## src/include/cpu_defs.svh

```systemverilog
`ifndef CPU_DEFS_SVH
`define CPU_DEFS_SVH

// Sizes in bytes, line widths in bits
`define ICACHE_SIZE       16384
`define ICACHE_SET_ASSOC  2
`define ICACHE_LINE_WIDTH 256

`define DCACHE_SIZE       8192
`define DCACHE_SET_ASSOC  2
`define DCACHE_LINE_WIDTH 256

`endif

```

## src/verilog/cpu_pkg.sv

```systemverilog
package cpu_pkg;

typedef logic [31:0] uint32_t;
typedef logic [4:0]  reg_addr_t;

// CP0 register 12
typedef struct packed {
	logic [3:0] cu;
	logic [4:0] rsvd_27_23;
	logic       bev;
	logic [5:0] rsvd_21_16;
	logic [7:0] im;
	logic [2:0] rsvd_7_5;
	logic       um;
	logic       rsvd_3;
	logic       erl;
	logic       exl;
	logic       ie;
} status_t;

// CP0 register 13
typedef struct packed {
	logic        bd;
	logic [14:0] rsvd_30_16;
	logic [7:0]  ip;
	logic        rsvd_7;
	logic [4:0]  exc_code;
	logic [1:0]  rsvd_1_0;
} cause_t;

// Highest register first, so register 0 sits in the low word
typedef struct packed {
	uint32_t        rsvd_31;
	uint32_t        error_epc;
	uint32_t [12:0] rsvd_29_17;
	uint32_t        config0;
	uint32_t        prid;
	uint32_t        epc;
	cause_t         cause;
	status_t        status;
	uint32_t        compare;
	uint32_t        entry_hi;
	uint32_t        count;
	uint32_t        bad_vaddr;
	uint32_t        rsvd_7;
	uint32_t        wired;
	uint32_t        page_mask;
	uint32_t        context_;
	uint32_t        entry_lo1;
	uint32_t        entry_lo0;
	uint32_t        random;
	uint32_t        index;
} cp0_named_t;

typedef union packed {
	uint32_t [31:0] words;
	cp0_named_t     named;
} cp0_regfile_u;

typedef struct packed {
	logic      we;
	logic [2:0] wsel;
	reg_addr_t waddr;
	uint32_t   wdata;
} cp0_req_t;

typedef struct packed {
	logic       valid;
	logic       eret;
	logic       delayslot;
	uint32_t    pc;
	logic [4:0] code;
	// Bad address, or pending interrupt lines for EXCCODE_INT
	uint32_t    extra;
} except_req_t;

typedef struct packed {
	logic [18:0] vpn2;
	logic [7:0]  asid;
	logic [23:0] pfn0;
	logic [2:0]  c0;
	logic        d0;
	logic        v0;
	logic [23:0] pfn1;
	logic [2:0]  c1;
	logic        d1;
	logic        v1;
	logic        g;
} tlb_entry_t;

localparam logic [4:0] EXCCODE_INT  = 5'd0;
localparam logic [4:0] EXCCODE_TLBL = 5'd2;
localparam logic [4:0] EXCCODE_TLBS = 5'd3;
localparam logic [4:0] EXCCODE_ADEL = 5'd4;
localparam logic [4:0] EXCCODE_ADES = 5'd5;

endpackage

```

## src/verilog/tlb_slot.sv

```systemverilog
`timescale 1ns/1ns

module tlb_slot (
	input  logic                clk,
	input  logic                rst,
	input  logic                we,
	input  cpu_pkg::tlb_entry_t wdata,
	input  logic [18:0]         probe_vpn2,
	input  logic [7:0]          probe_asid,
	output cpu_pkg::tlb_entry_t entry,
	output logic                hit
);

logic valid;

always_ff @(posedge clk) begin
	if (rst)
		valid <= 1'b0;
	else if (we)
		valid <= 1'b1;
end

always_ff @(posedge clk) begin
	if (we)
		entry <= wdata;
end

// Global entries ignore the ASID
assign hit = valid && entry.vpn2 == probe_vpn2 && (entry.g || entry.asid == probe_asid);

endmodule

```

## config.mk

```make
export PLATFORM = sky130hd
export DESIGN_NAME = tlb_slot
export DESIGN_NICKNAME = d
export VERILOG_FILES = /design/src/include/cpu_defs.svh /design/src/verilog/cpu_pkg.sv /design/src/verilog/tlb_slot.sv
export SDC_FILE = /design/constraint.sdc
export NUM_CORES = 1
export LEC_CHECK = 0
export ABC_AREA = 1
export BUFFER_PORTS_ARGS = -buffer_cell sky130_fd_sc_hd__buf_2
export CAP_MARGIN = 20
export CORE_AREA = 10 10 95 97
export CTS_BUF_LIST = sky130_fd_sc_hd__clkbuf_8 sky130_fd_sc_hd__clkbuf_16
export DETAILED_ROUTE_END_ITERATION = 7
export DIE_AREA = 0 0 105 107
export MAX_ROUTING_LAYER = met4
export PLACE_DENSITY = 0.83
export SYNTH_ARGS = -nofsm -noshare
export SYNTH_HDL_FRONTEND = slang
export SYNTH_SLANG_ARGS = --single-unit
```

## constraint.sdc

```tcl
create_clock -name clk -period 2.46 [get_ports clk]
set_input_delay 0.492 -clock clk [delete_from_list [all_inputs] [get_ports clk]]
set_output_delay 0.492 -clock clk [all_outputs]
set_load 0.02 [all_outputs]
```

==> results.md <==
* Outcome: complete, no violations
* CP Launch Type: flip-flop
* Worst skew pair latency at 0.33 ns
* Yosys cell types at 9
* Gate power share at 14.4%
* Ports at between 200 and 250
* CTS Hold Bufs at 0
* Sw Share at 25.6%
* Sequential share of power at 55.8%
* Setup TNS at 0 ns
* Drc violations at 0
* FF/Latch Area at 2600 um^2
* Final Max Slew Viols at 0
* Die Area at about 11000 um^2
* Ys Warns at 0
* Worst path required time at 1.97 ns
* Worst-Margin Slew at around 0.50 ns
* Synth top area share at 82.7%
* Seq/Total Area, Yosys at a little over four fifths
* Commonest cells post-synth: 86 x edfxtp_1, 56 x nand2_1, 34 x inv_1, 31 x nor2_1, 4 x xnor2_1
* Std cell rows at 31
* Post-Synthesis Cells at 217
* Synth Cell Area at 3120 um^2
* Fin util at around 63%
* Period minus WS final at 2.04 ns
* IO buf count at 202
* P_leak at 2.16 nW
* Multi-input gate area at 394 um^2
* Worst IR Drop VDD at ~420 uV
* Post-cts repair resize count at 0
* Gr usage total at 14.9%
* Reg2Reg Depth at 2
* Routed WL at 8550 um
* Gr ovfl total at 0
* CTS Buf Count at 9
* Postcts setup bufs at 0
* Worst Path Arrival at 1.55 ns
* Hold Path Class: input pin to flip-flop
* Setup violators final at 0
* Routability cong. at 0.774
* Setup Skew at 0 ns
* Setup Crit Path Kind: flip-flop to output port
* Hold path cells at 2
* Antenna viol nets, final at 0
* Top post-synthesis cells by area: edfxtp_1 83%, nand2_1 6.7%, inv_1 4.1%
* Htree depth at 3
* Initial DRC count at 57
* CTS max path bufs at 2
* Via count normalized by instance count at roughly 4.4
* Int Power at between 2 and 2.5 mW
* Power Density at between 700 and 800 nW/um^2
* R2r endpoint: valid$_SDFFE_PP0P_
* Final worst slack at 0.419 ns
* CP Max Fanout at 3
* Max-Slew Margin vs Limit at between 60% and 70%
* Share of flip-flops with an asynchronous set or reset at 0%
* Height of the die at approximately 110 um
* R2r setup slk at 1.90 ns
* Sw Pwr at 825 uW
* Main synth FF type: edfxtp_1
* Clk Tree Root Cell: clkbuf_8
* Diode count at 0
* Hold Crit Start: rst
* EDFF count, synth at 86
* Final Hold Vio Count at 0
* Starting Density at around 44%
* Final Cycle Share at about 83%
* Fraction of layout cells with a size suffix above 1 at between 50% and 60%
* Die Wd at 105 um
* DR pass1 iterations at 4
* First-pass GRT wire length at 12500 um
* Core area at 7140 um^2
* Number of global-route vias before repair at 2538
* Register bit total from synthesis at 87
* Sink Count at 87
* CP Capture Type: output port
* Area delta synth->final at 43.3%
* Max Fclk at 490 MHz
* DR vias at 2350
* # nets final at 547
* Clk pwr share at 29.8%
* Placement Setup Slack at a little under 0.6 ns
* Most common cell in the netlist: edfxtp_1
* WHS Endpoint: valid$_SDFFE_PP0P_
* Filler cells at 605
* Clock transition at path regs at ~0.090 ns
* Synthesized area per cell at roughly 14 um^2
* Unrepaired setup endpoints after global routing: false
* Initial antenna violation count at 0
* Max-Cap Viols at 0
* Post-DP HPWL at about 7200 um
* Routed length per instance at 16.0 um
* CTS tree: yes
* Post-synth top area cell: edfxtp_1
* Crit Reg-Reg Startpoint: valid$_SDFFE_PP0P_
* Largest net degree at the start of global routing at 50
* Syn_nets at 333
-- layer usage --
metal	track usage, %	up-vias	part of all wire (%)
li1	-	1137	-
met1	15.1	1069	37
met2	25.8	129	52
met5	-	-	0
met3	5.51	15	9.1
met4	5.59	0	1.5
-- placed cells by master (no fill, tap or decap) --
| cell type | synthesis | final |
|---|---|---|
| xor2_1 | 2 | 2 |
| nor2_1 | 31 | 31 |
| clkbuf_8 | 0 | 9 |
| inv_1 | 34 | 34 |
| buf_12 | 0 | 1 |
| bufinv_16 | 0 | 1 |
| clkinv_2 | 0 | 1 |
| buf_2 | 0 | 201 |
| dfxtp_1 | 1 | 1 |
| xnor2_1 | 4 | 4 |
| inv_8 | 0 | 1 |
| o21ai_0 | 2 | 2 |
| edfxtp_1 | 86 | 86 |
| inv_6 | 0 | 1 |
| nand2_1 | 56 | 56 |
| clkinvlp_4 | 0 | 2 |
| nand3_1 | 1 | 1 |
| buf_4 | 0 | 1 |
-- critical path, cell delays in order, from the launching register on --
cell and delay (ns):
edfxtp_1 0.43, nor2_1 0.11, nor2_1 0.06, nor2_1 0.09, nand2_1 0.06, nor2_1 0.11
nand3_1 0.10, nor2_1 0.09, buf_2 0.17
-- worst max-delay path by stage --
stage	startpoint	endpoint	slack (ns)	cells after the start
2_1_floorplan	entry[62]$_DFFE_PP_	hit	0.75	6
3_3_place_gp	probe_vpn2[1]	hit	0.59	9
3_5_place_dp	probe_vpn2[10]	hit	0.58	9
4_1_cts	entry[69]$_DFFE_PP_	hit	0.38	8
5_1_grt	entry[69]$_DFFE_PP_	hit	0.25	8
6_report	entry[69]$_DFFE_PP_	hit	0.42	8
-- power groups by stage --
stage | Combinational, mW | Clock [mW] | Sequential, mW
4_1_cts | 0.474 | 0.992 | 1.80
3_5_place_dp | 0.473 | 0 | 1.84
6_report | 0.464 | 0.964 | 1.80
2_1_floorplan | 0.0644 | 0 | 1.99
3_3_place_gp | 0.461 | 0 | 1.83
5_1_grt | 0.504 | 1.05 | 1.82
-- sequential cells by signal (all words and copies together) (netlist names) --
signal and flops:
entry 86, valid 1
-- cells by family after synthesis --
family	after synthesis	synth area share (%)
buffers and inverters	34	4.08
flip-flops	87	83.3
AO/OA/AOI/OAI	2	0.320
AND/OR/NAND/NOR	88	10.6
XOR/XNOR	6	1.68
-- final cells by class --
type	count	share of cell area, %
multi-input combinational	96	8.81
clock buffer	9	2.77
clock inverter	6	1.57
tap	99	2.77
timing repair buffer	203	23.1
inverter	34	2.85
sequential	87	58.1
-- per-stage QoR --
stage	hold slack [ns]	total power, mW	instances	area (um^2)
after floorplan	0.438	2.05	217	3120
after global placement	0.453	2.29	519	4280
after detailed placement	0.485	2.31	519	4280
after CTS	0.299	3.27	534	4480
after global routing	0.293	3.37	534	4480
final	0.318	3.23	534	4480
(Power assumes the default switching activity.)
