<file path="src/include/cpu_defs.svh">
`ifndef CPU_DEFS_SVH
`define CPU_DEFS_SVH

// Sizes in bytes, line widths in bits
`define ICACHE_SIZE       16384
`define ICACHE_SET_ASSOC  2
`define ICACHE_LINE_WIDTH 256

`define DCACHE_SIZE       8192
`define DCACHE_SET_ASSOC  2
`define DCACHE_LINE_WIDTH 256

`endif

</file>
<file path="src/verilog/tlb_write_port.sv">
`timescale 1ns/1ns

module tlb_write_port #(
	parameter int TLB_ENTRIES = 8
) (
	input  logic                           clk,
	input  logic                           tlbwi_req,
	input  logic                           tlbwr_req,
	input  logic [$clog2(TLB_ENTRIES)-1:0] tlb_index,
	input  logic [$clog2(TLB_ENTRIES)-1:0] tlb_random,
	output logic [TLB_ENTRIES-1:0]         slot_we
);

localparam int IDX_W = $clog2(TLB_ENTRIES);

logic [IDX_W-1:0] slot_idx;

// TLBWR targets the Random slot, TLBWI the Index slot
assign slot_idx = tlbwr_req ? tlb_random : tlb_index;

always_comb begin
	slot_we = '0;
	if (tlbwi_req || tlbwr_req)
		slot_we[slot_idx] = 1'b1;
end

assert property (@(posedge clk) !(tlbwi_req && tlbwr_req))
	else $error("TLBWI and TLBWR issued in the same cycle");

endmodule
</file>
<file path="config.mk">
export PLATFORM = sky130hd
export DESIGN_NAME = tlb_write_port
export DESIGN_NICKNAME = d
export VERILOG_FILES = /design/src/include/cpu_defs.svh /design/src/verilog/tlb_write_port.sv
export SDC_FILE = /design/constraint.sdc
export NUM_CORES = 1
export LEC_CHECK = 0
export BUFFER_PORTS_ARGS = -buffer_cell sky130_fd_sc_hd__buf_2
export CAP_MARGIN = 20
export CORE_AREA = 2 2 39 41
export DETAILED_ROUTE_END_ITERATION = 10
export DIE_AREA = 0 0 41 43
export PLACE_DENSITY_LB_ADDON = 0.1
export SLEW_MARGIN = 20
export SYNTH_ARGS = -nofsm -noshare
export SYNTH_HDL_FRONTEND = slang
export SYNTH_SLANG_ARGS = --single-unit
</file>
<file path="constraint.sdc">
create_clock -name vclk -period 0.9
set_input_delay 0.135 -clock vclk [all_inputs]
set_output_delay 0.135 -clock vclk [all_outputs]
set_load 0.02 [all_outputs]
</file>
==> results by group, run 1 <==
Outcome
  – Outcome: finished with violations
  – Failing checks: setup timing

Timing
  – RSZ-0062 raised after global routing: true
  – Tmin final: 1.12 ns
  – Slew headroom: a little over 80%
  – Worst slew pin tran: 0.261 ns
  – Final max-slew violation count: 0
  – Final Hold Viols: 0
  – Setup violators final: 8
  – Max frequency: ~900 MHz
  – WHS: 0.643 ns
  – Final cycle utilization of the critical path: 124%
  – Slack of the critical path: -0.219 ns
  – Setup TNS: -1.43 ns

Worst hold path
  – Worst hold path type: in -> out

Cells and area
  – Multi-input logic area: 201 um^2
  – FFs & Latches: 0
  – Register area: 0 um^2
  – Clkbuf count: 0
  – Nets: 50
  – Share of cells above drive strength 1: 82.1%
  – Layout Utilization: 28.2%
  – Area growth, synth to finish: 148%
  – ANT cells: 0
  – Number of fill cells: between 150 and 200

Drt
  – Residual DRC count: 0
  – Detail Route met2 WL: 322 um
  – Routed WL: 573 um
  – Met3 wire length: between 20 and 30 um
  – WL/cell: 10.4 um
  – DR top layer: met3
  – Initial drt markers: 3
  – DR pass1 iterations: 3
  – M1 wire length: 225 um
  – Vias/cell: about 4.3
  – Post-DRT Antenna Nets: 0
  – Vias: roughly 240

Die
  – Die X: 41 um
  – Die Ht: approximately 43 um
  – Die area: 1760 um^2
  – I/O pin count: 17
  – Core Area: 1380 um^2
  – Starting density of the core: 11.4%
  – Row cnt: 14

Global routing
  – Total track usage: 7.19%
  – Largest net degree at the start of global routing: 9
  – Initial antenna violation count: 0
  – Number of global-route vias before repair: 229
  – Remaining global-route overflow: 0
  – First-pass GRT wire length: about 950 um

Synthesis
  – Most frequent cells after synthesis: a22oi_1 (8), nand3b_1 (4), or3b_1 (2), or3b_2 (2)
  – Post-synthesis compound-gate area fraction: 38.1%
  – Post-Synthesis Cells: 21
  – Adder-Cell Fraction of Synth Area: 0%
  – Syn Nets: 30
  – Largest area contributor in the netlist: a22oi_1
  – Syn Area/Cell: 7.51 um^2
  – Yosys top cell area share: 38.1%
  – Multiplexer share of the synthesized area: 0%
  – Synth top area cells: a22oi_1 (38%), nand3b_1 (19%), or3b_1 (11%)
  – Simple-gate area share of the yosys netlist: 54.8%
  – Top-count cell post-synth: a22oi_1
  – Largest family of logic cells by synthesized area: simple AND/OR/NAND/NOR gates
  – Synth cell types: 9
  – Xor and xnor area share after synthesis: 0%
  – Sequential area share after synthesis: 0%
  – Syn Std Cell Area: between 150 and 200 um^2
  – Yosys warning total: 0

Worst setup path
  – Maximum fanout along the worst path: 4
  – Top delay family on crit path: simple AND/OR/NAND/NOR gates
  – Slowest cell on crit path: or3b_4
  – Startpoint type of the worst setup path: input port
  – Worst endpoint required time: 0.76 ns
  – Worst Path Arrival: between 0.9 and 1 ns
  – Cell mode on critical path: buf_6
  – Worst Setup End Kind: primary output
  – Critical path buffers and inverters: 2
  – Slowest cell delay on critical path: ~0.42 ns
  – Cell breakdown of the critical path: buf_6 -> or3b_4 -> a22oi_2 -> buf_6
  – Setup CP Type: in -> out

Clock network
  – Post-CTS setup buffer count: 0

Place
  – Placer congestion estimate: 0.747
  – Port Buffers: 16
  – Detailed Place HPWL: between 500 and 600 um

Pwr
  – Pwr/cell area: about 420 nW/um^2
  – Leak: 0.154 nW
  – Worst VDD drop: 0.122 mV

Job
  – Max-cap violations: 0
[power breakdown]
part           switching [mW]  internal, mW  leakage, nW
logic                  0.0735        0.0900        0.154
registers                   0             0            0
clock network               0             0            0
total                  0.0735        0.0900        0.154
[per-layer routing]
layer  up-vias  track usage (%)
met3         0                0
met2         4             13.1
met1       110             9.49
met4         0                0
met5         -                0
li1        124                -
[path summary, 6_finish.rpt]
check / start / endpoint / slack [ns] / depth (start not counted)
setup / recovery: tlb_index[0] / slot_we[2] / -0.22 / 4
hold / removal: tlb_random[1] / slot_we[0] / 0.64 / 4
[timing repair]
action	in CTS	in global routing
endpoints found under the setup margin	8	8
gates resized for setup	13	5
hold endpoints to repair	0	0
gates cloned	0	0
pin swaps	7	5
hold buffers	0	0
[layout by cell type, fill, tap and decap left out, drive strengths merged]
cell type,n
a22oi,8
buf,19
nand2,1
nand2b,1
nand3,1
nand3b,4
or3,1
or3b,4
[tightest hold or removal path, cell delays in order]
cell and delay, ns:
buf_6 0.07, or3b_4 0.12, a22oi_2 0.05, buf_6 0.13
[metrics by stage]
step	cells	cell area (um^2)	setup WS, ns	power [mW]
2_1_floorplan	21	216	-0.130	0.0880
4_1_cts	55	364	-0.247	0.155
3_5_place_dp	55	324	-0.283	0.137
5_1_grt	55	390	-0.246	0.176
3_3_place_gp	55	324	-0.271	0.137
6_report	55	390	-0.219	0.164
[cell type report]
type               count  share of cell area, %
repair buffers        19                   43.3
well taps             16                   5.13
multi-input cells     20                   51.6
[cells by family after synthesis]
| logic type | count (synthesis) |
|---|---|
| simple gates | 12 |
| compound gates | 8 |
| buf+inv | 1 |
Note: power is estimated with default switching activity, not from simulation.
==> inputs of run 2 (changes only) <==
--- a/config.mk
+++ b/config.mk
@@ -5,6 +5,7 @@
 export SDC_FILE = /design/constraint.sdc
 export NUM_CORES = 1
 export LEC_CHECK = 0
+export ABC_AREA = 1
 export BUFFER_PORTS_ARGS = -buffer_cell sky130_fd_sc_hd__buf_2
 export CAP_MARGIN = 20
 export CORE_AREA = 2 2 39 41
==> constraint.sdc (replaced) <==
create_clock -name vclk -period 1.28
set_input_delay 0.192 -clock vclk [all_inputs]
set_output_delay 0.192 -clock vclk [all_outputs]
set_load 0.02 [all_outputs]
==> results by group, run 2 <==
Outcome
  – Outcome: completed (was finished with violations)

Synthesis
  – Yosys warning total: 0 (unchanged)
  – Synth top area cells: nand2_1 (45%), nor2_1 (20%), inv_1 (13%) (was a22oi_1 (38%), nand3b_1 (19%), or3b_1 (11%))
  – Syn Nets: 45 (was 30)
  – Largest area contributor in the netlist: nand2_1 (was a22oi_1)
  – Yosys top cell area share: 45.4% (was 38.1%)
  – Syn Area/Cell: 4.14 um^2 (was 7.51 um^2)
  – Most frequent cells after synthesis: nand2_1 (18), nor2_1 (8), inv_1 (5), nand2_2 (3) (was a22oi_1 (8), nand3b_1 (4), or3b_1 (2), or3b_2 (2))
  – Synth cell types: 6 (was 9)
  – Sequential area share after synthesis: 0% (unchanged)
  – Post-Synthesis Cells: 36 (was 21)
  – Top-count cell post-synth: nand2_1 (was a22oi_1)
  – Syn Std Cell Area: 149 um^2 (was 158 um^2)

Cells and area
  – Clkbuf count: 0 (unchanged)
  – FFs & Latches: 0 (unchanged)
  – Area growth, synth to finish: 67.2% (was 148%)
  – ANT cells: 0 (unchanged)
  – Layout Utilization: 18.0% (was 28.2%)
  – Nets: 63 (was 50)
  – Commonest non-fill, non-tap cell in the layout: nand2_1
  – Share of cells above drive strength 1: 40.4% (was 82.1%)
  – Commonest non-fill, non-tap cells in the layout: nand2_1 (18), buf_2 (16), nor2_1 (8), inv_1 (5), nand2_2 (3) (was a22oi_2 (8), buf_4 (8), buf_6 (7), or3b_4 (4), nand3b_1 (4))
  – Multi-input logic area: 126 um^2 (was 201 um^2)
  – Number of fill cells: 166 (was 157)
  – Register area: 0 um^2 (unchanged)

Global routing
  – First-pass GRT wire length: 779 um (was 952 um)
  – Remaining global-route overflow: 0 (unchanged)
  – Total track usage: 5.79% (was 7.19%)
  – Initial antenna violation count: 0 (unchanged)
  – Largest net degree at the start of global routing: 7 (was 9)
  – Number of global-route vias before repair: 204 (was 229)

Clock network
  – Resize count post-CTS: 0 (was 13)
  – Post-CTS setup buffer count: 0 (unchanged)
  – Hold buffer count at CTS: 0 (unchanged)

Place
  – Detailed Place HPWL: 440 um (was 522 um)
  – Port Buffers: 16 (unchanged)
  – Placer congestion estimate: 0.676 (was 0.747)

Drt
  – WL/cell: 6.81 um (was 10.4 um)
  – Initial drt markers: 0 (was 3)
  – DR pass1 iterations: 1 (was 3)
  – Vias: 233 (was 238)
  – Routed WL: 463 um (was 573 um)
  – Residual DRC count: 0 (unchanged)
  – Post-DRT Antenna Nets: 0 (unchanged)
  – Vias/cell: 3.43 (was 4.33)

Worst setup path
  – Startpoint type of the worst setup path: input port (unchanged)
  – Worst endpoint required time: 1.09 ns (was 0.76 ns)
  – Maximum fanout along the worst path: 6 (was 4)
  – Worst Setup End Kind: primary output (unchanged)
  – Worst Path Arrival: 0.93 ns (was 0.98 ns)
  – Setup CP Type: in -> out (unchanged)

Timing
  – Setup TNS: 0 ns (was -1.43 ns)
  – Setup violators final: 0 (was 8)
  – RSZ-0062 raised after global routing: false (was true)
  – Tmin final: between 1 and 1.5 ns
  – Final max-slew violation count: 0 (unchanged)
  – Max frequency: around 890 MHz
  – Worst slew pin tran: 0.115 ns (was 0.261 ns)
  – Final cycle utilization of the critical path: between 80% and 90%
  – Final Hold Viols: 0 (unchanged)
  – Slew headroom: 92.3% (was 82.5%)

Pwr
  – Pwr/cell area: 334 nW/um^2 (was 419 nW/um^2)
  – Worst VDD drop: 0.0525 mV (was 0.122 mV)
  – Internal: 0.0300 mW (was 0.0900 mW)
  – Logic gate share of total power: 100.0% (about the same)
  – Psw: 0.0531 mW (was 0.0735 mW)
  – Register share of total power: 0% (about the same)
  – Sw frac: 63.9% (was 45.0%)
  – Clk network pwr share: 0% (about the same)
  – Leak: 0.182 nW (was 0.154 nW)

Die
  – Row cnt: 14 (unchanged)
  – Die X: 41 um (unchanged)
  – Core Area: 1380 um^2 (unchanged)
  – Die Ht: 43 um (unchanged)
  – I/O pin count: 17 (unchanged)
  – Die area: 1760 um^2 (unchanged)
  – Starting density of the core: 10.8% (was 11.4%)

Worst hold path
  – Worst hold path type: in -> out (unchanged)

Job
  – Max-cap violations: 0 (unchanged)
[run 2: final timing paths]
path                     start         end  depth (start not counted)
setup / recovery     tlbwr_req  slot_we[7]                          7
hold / removal    tlb_index[0]  slot_we[0]                          5
[run 2: final cells by class]
| class | instances | area share (%) |
|---|---|---|
| Multi-Input combinational cell | 30 | 50.8 |
| Timing Repair Buffer | 16 | 32.2 |
| Inverter | 6 | 9.05 |
| Tap cell | 16 | 8.04 |
[run 2: through the flow]
stage          instance area [um^2]  std cells  worst slack, ns  power, mW  hold WS (ns)
5_1_grt                         249         68           0.0575     0.0952         0.854
6_report                        249         68            0.160     0.0831         0.809
3_3_place_gp                    249         68            0.156     0.0848         0.816
3_5_place_dp                    249         68            0.148     0.0846         0.815
4_1_cts                         249         68            0.148     0.0846         0.815
2_1_floorplan                   149         36            0.329     0.0527         0.611
[run 2: power by group through the flow]
stage	sequential (mW)	combinational [mW]	clock, mW
6_report	0	0.0831	0
5_1_grt	0	0.0952	0
4_1_cts	0	0.0846	0
3_5_place_dp	0	0.0846	0
3_3_place_gp	0	0.0848	0
2_1_floorplan	0	0.0527	0
[run 2: metal layers]
layer  up-vias  global-route usage (%)  routed length, um
li1        136                       -                  -
met2        10                    10.3                202
met4         0                       0                  0
met3         0                       0                 51
met5         -                       0                  0
met1        87                    7.91                209
[run 2: critical path: stages]
cell     delay (ns)
buf_2          0.13
inv_2          0.11
nand2_2        0.07
nand2_1        0.07
nand2_2        0.07
nor2_1         0.11
buf_2          0.17
[run 2: kinds of logic after synthesis]
logic type / share of synthesized area, %
buf+inv: 15.1
simple gates: 84.9
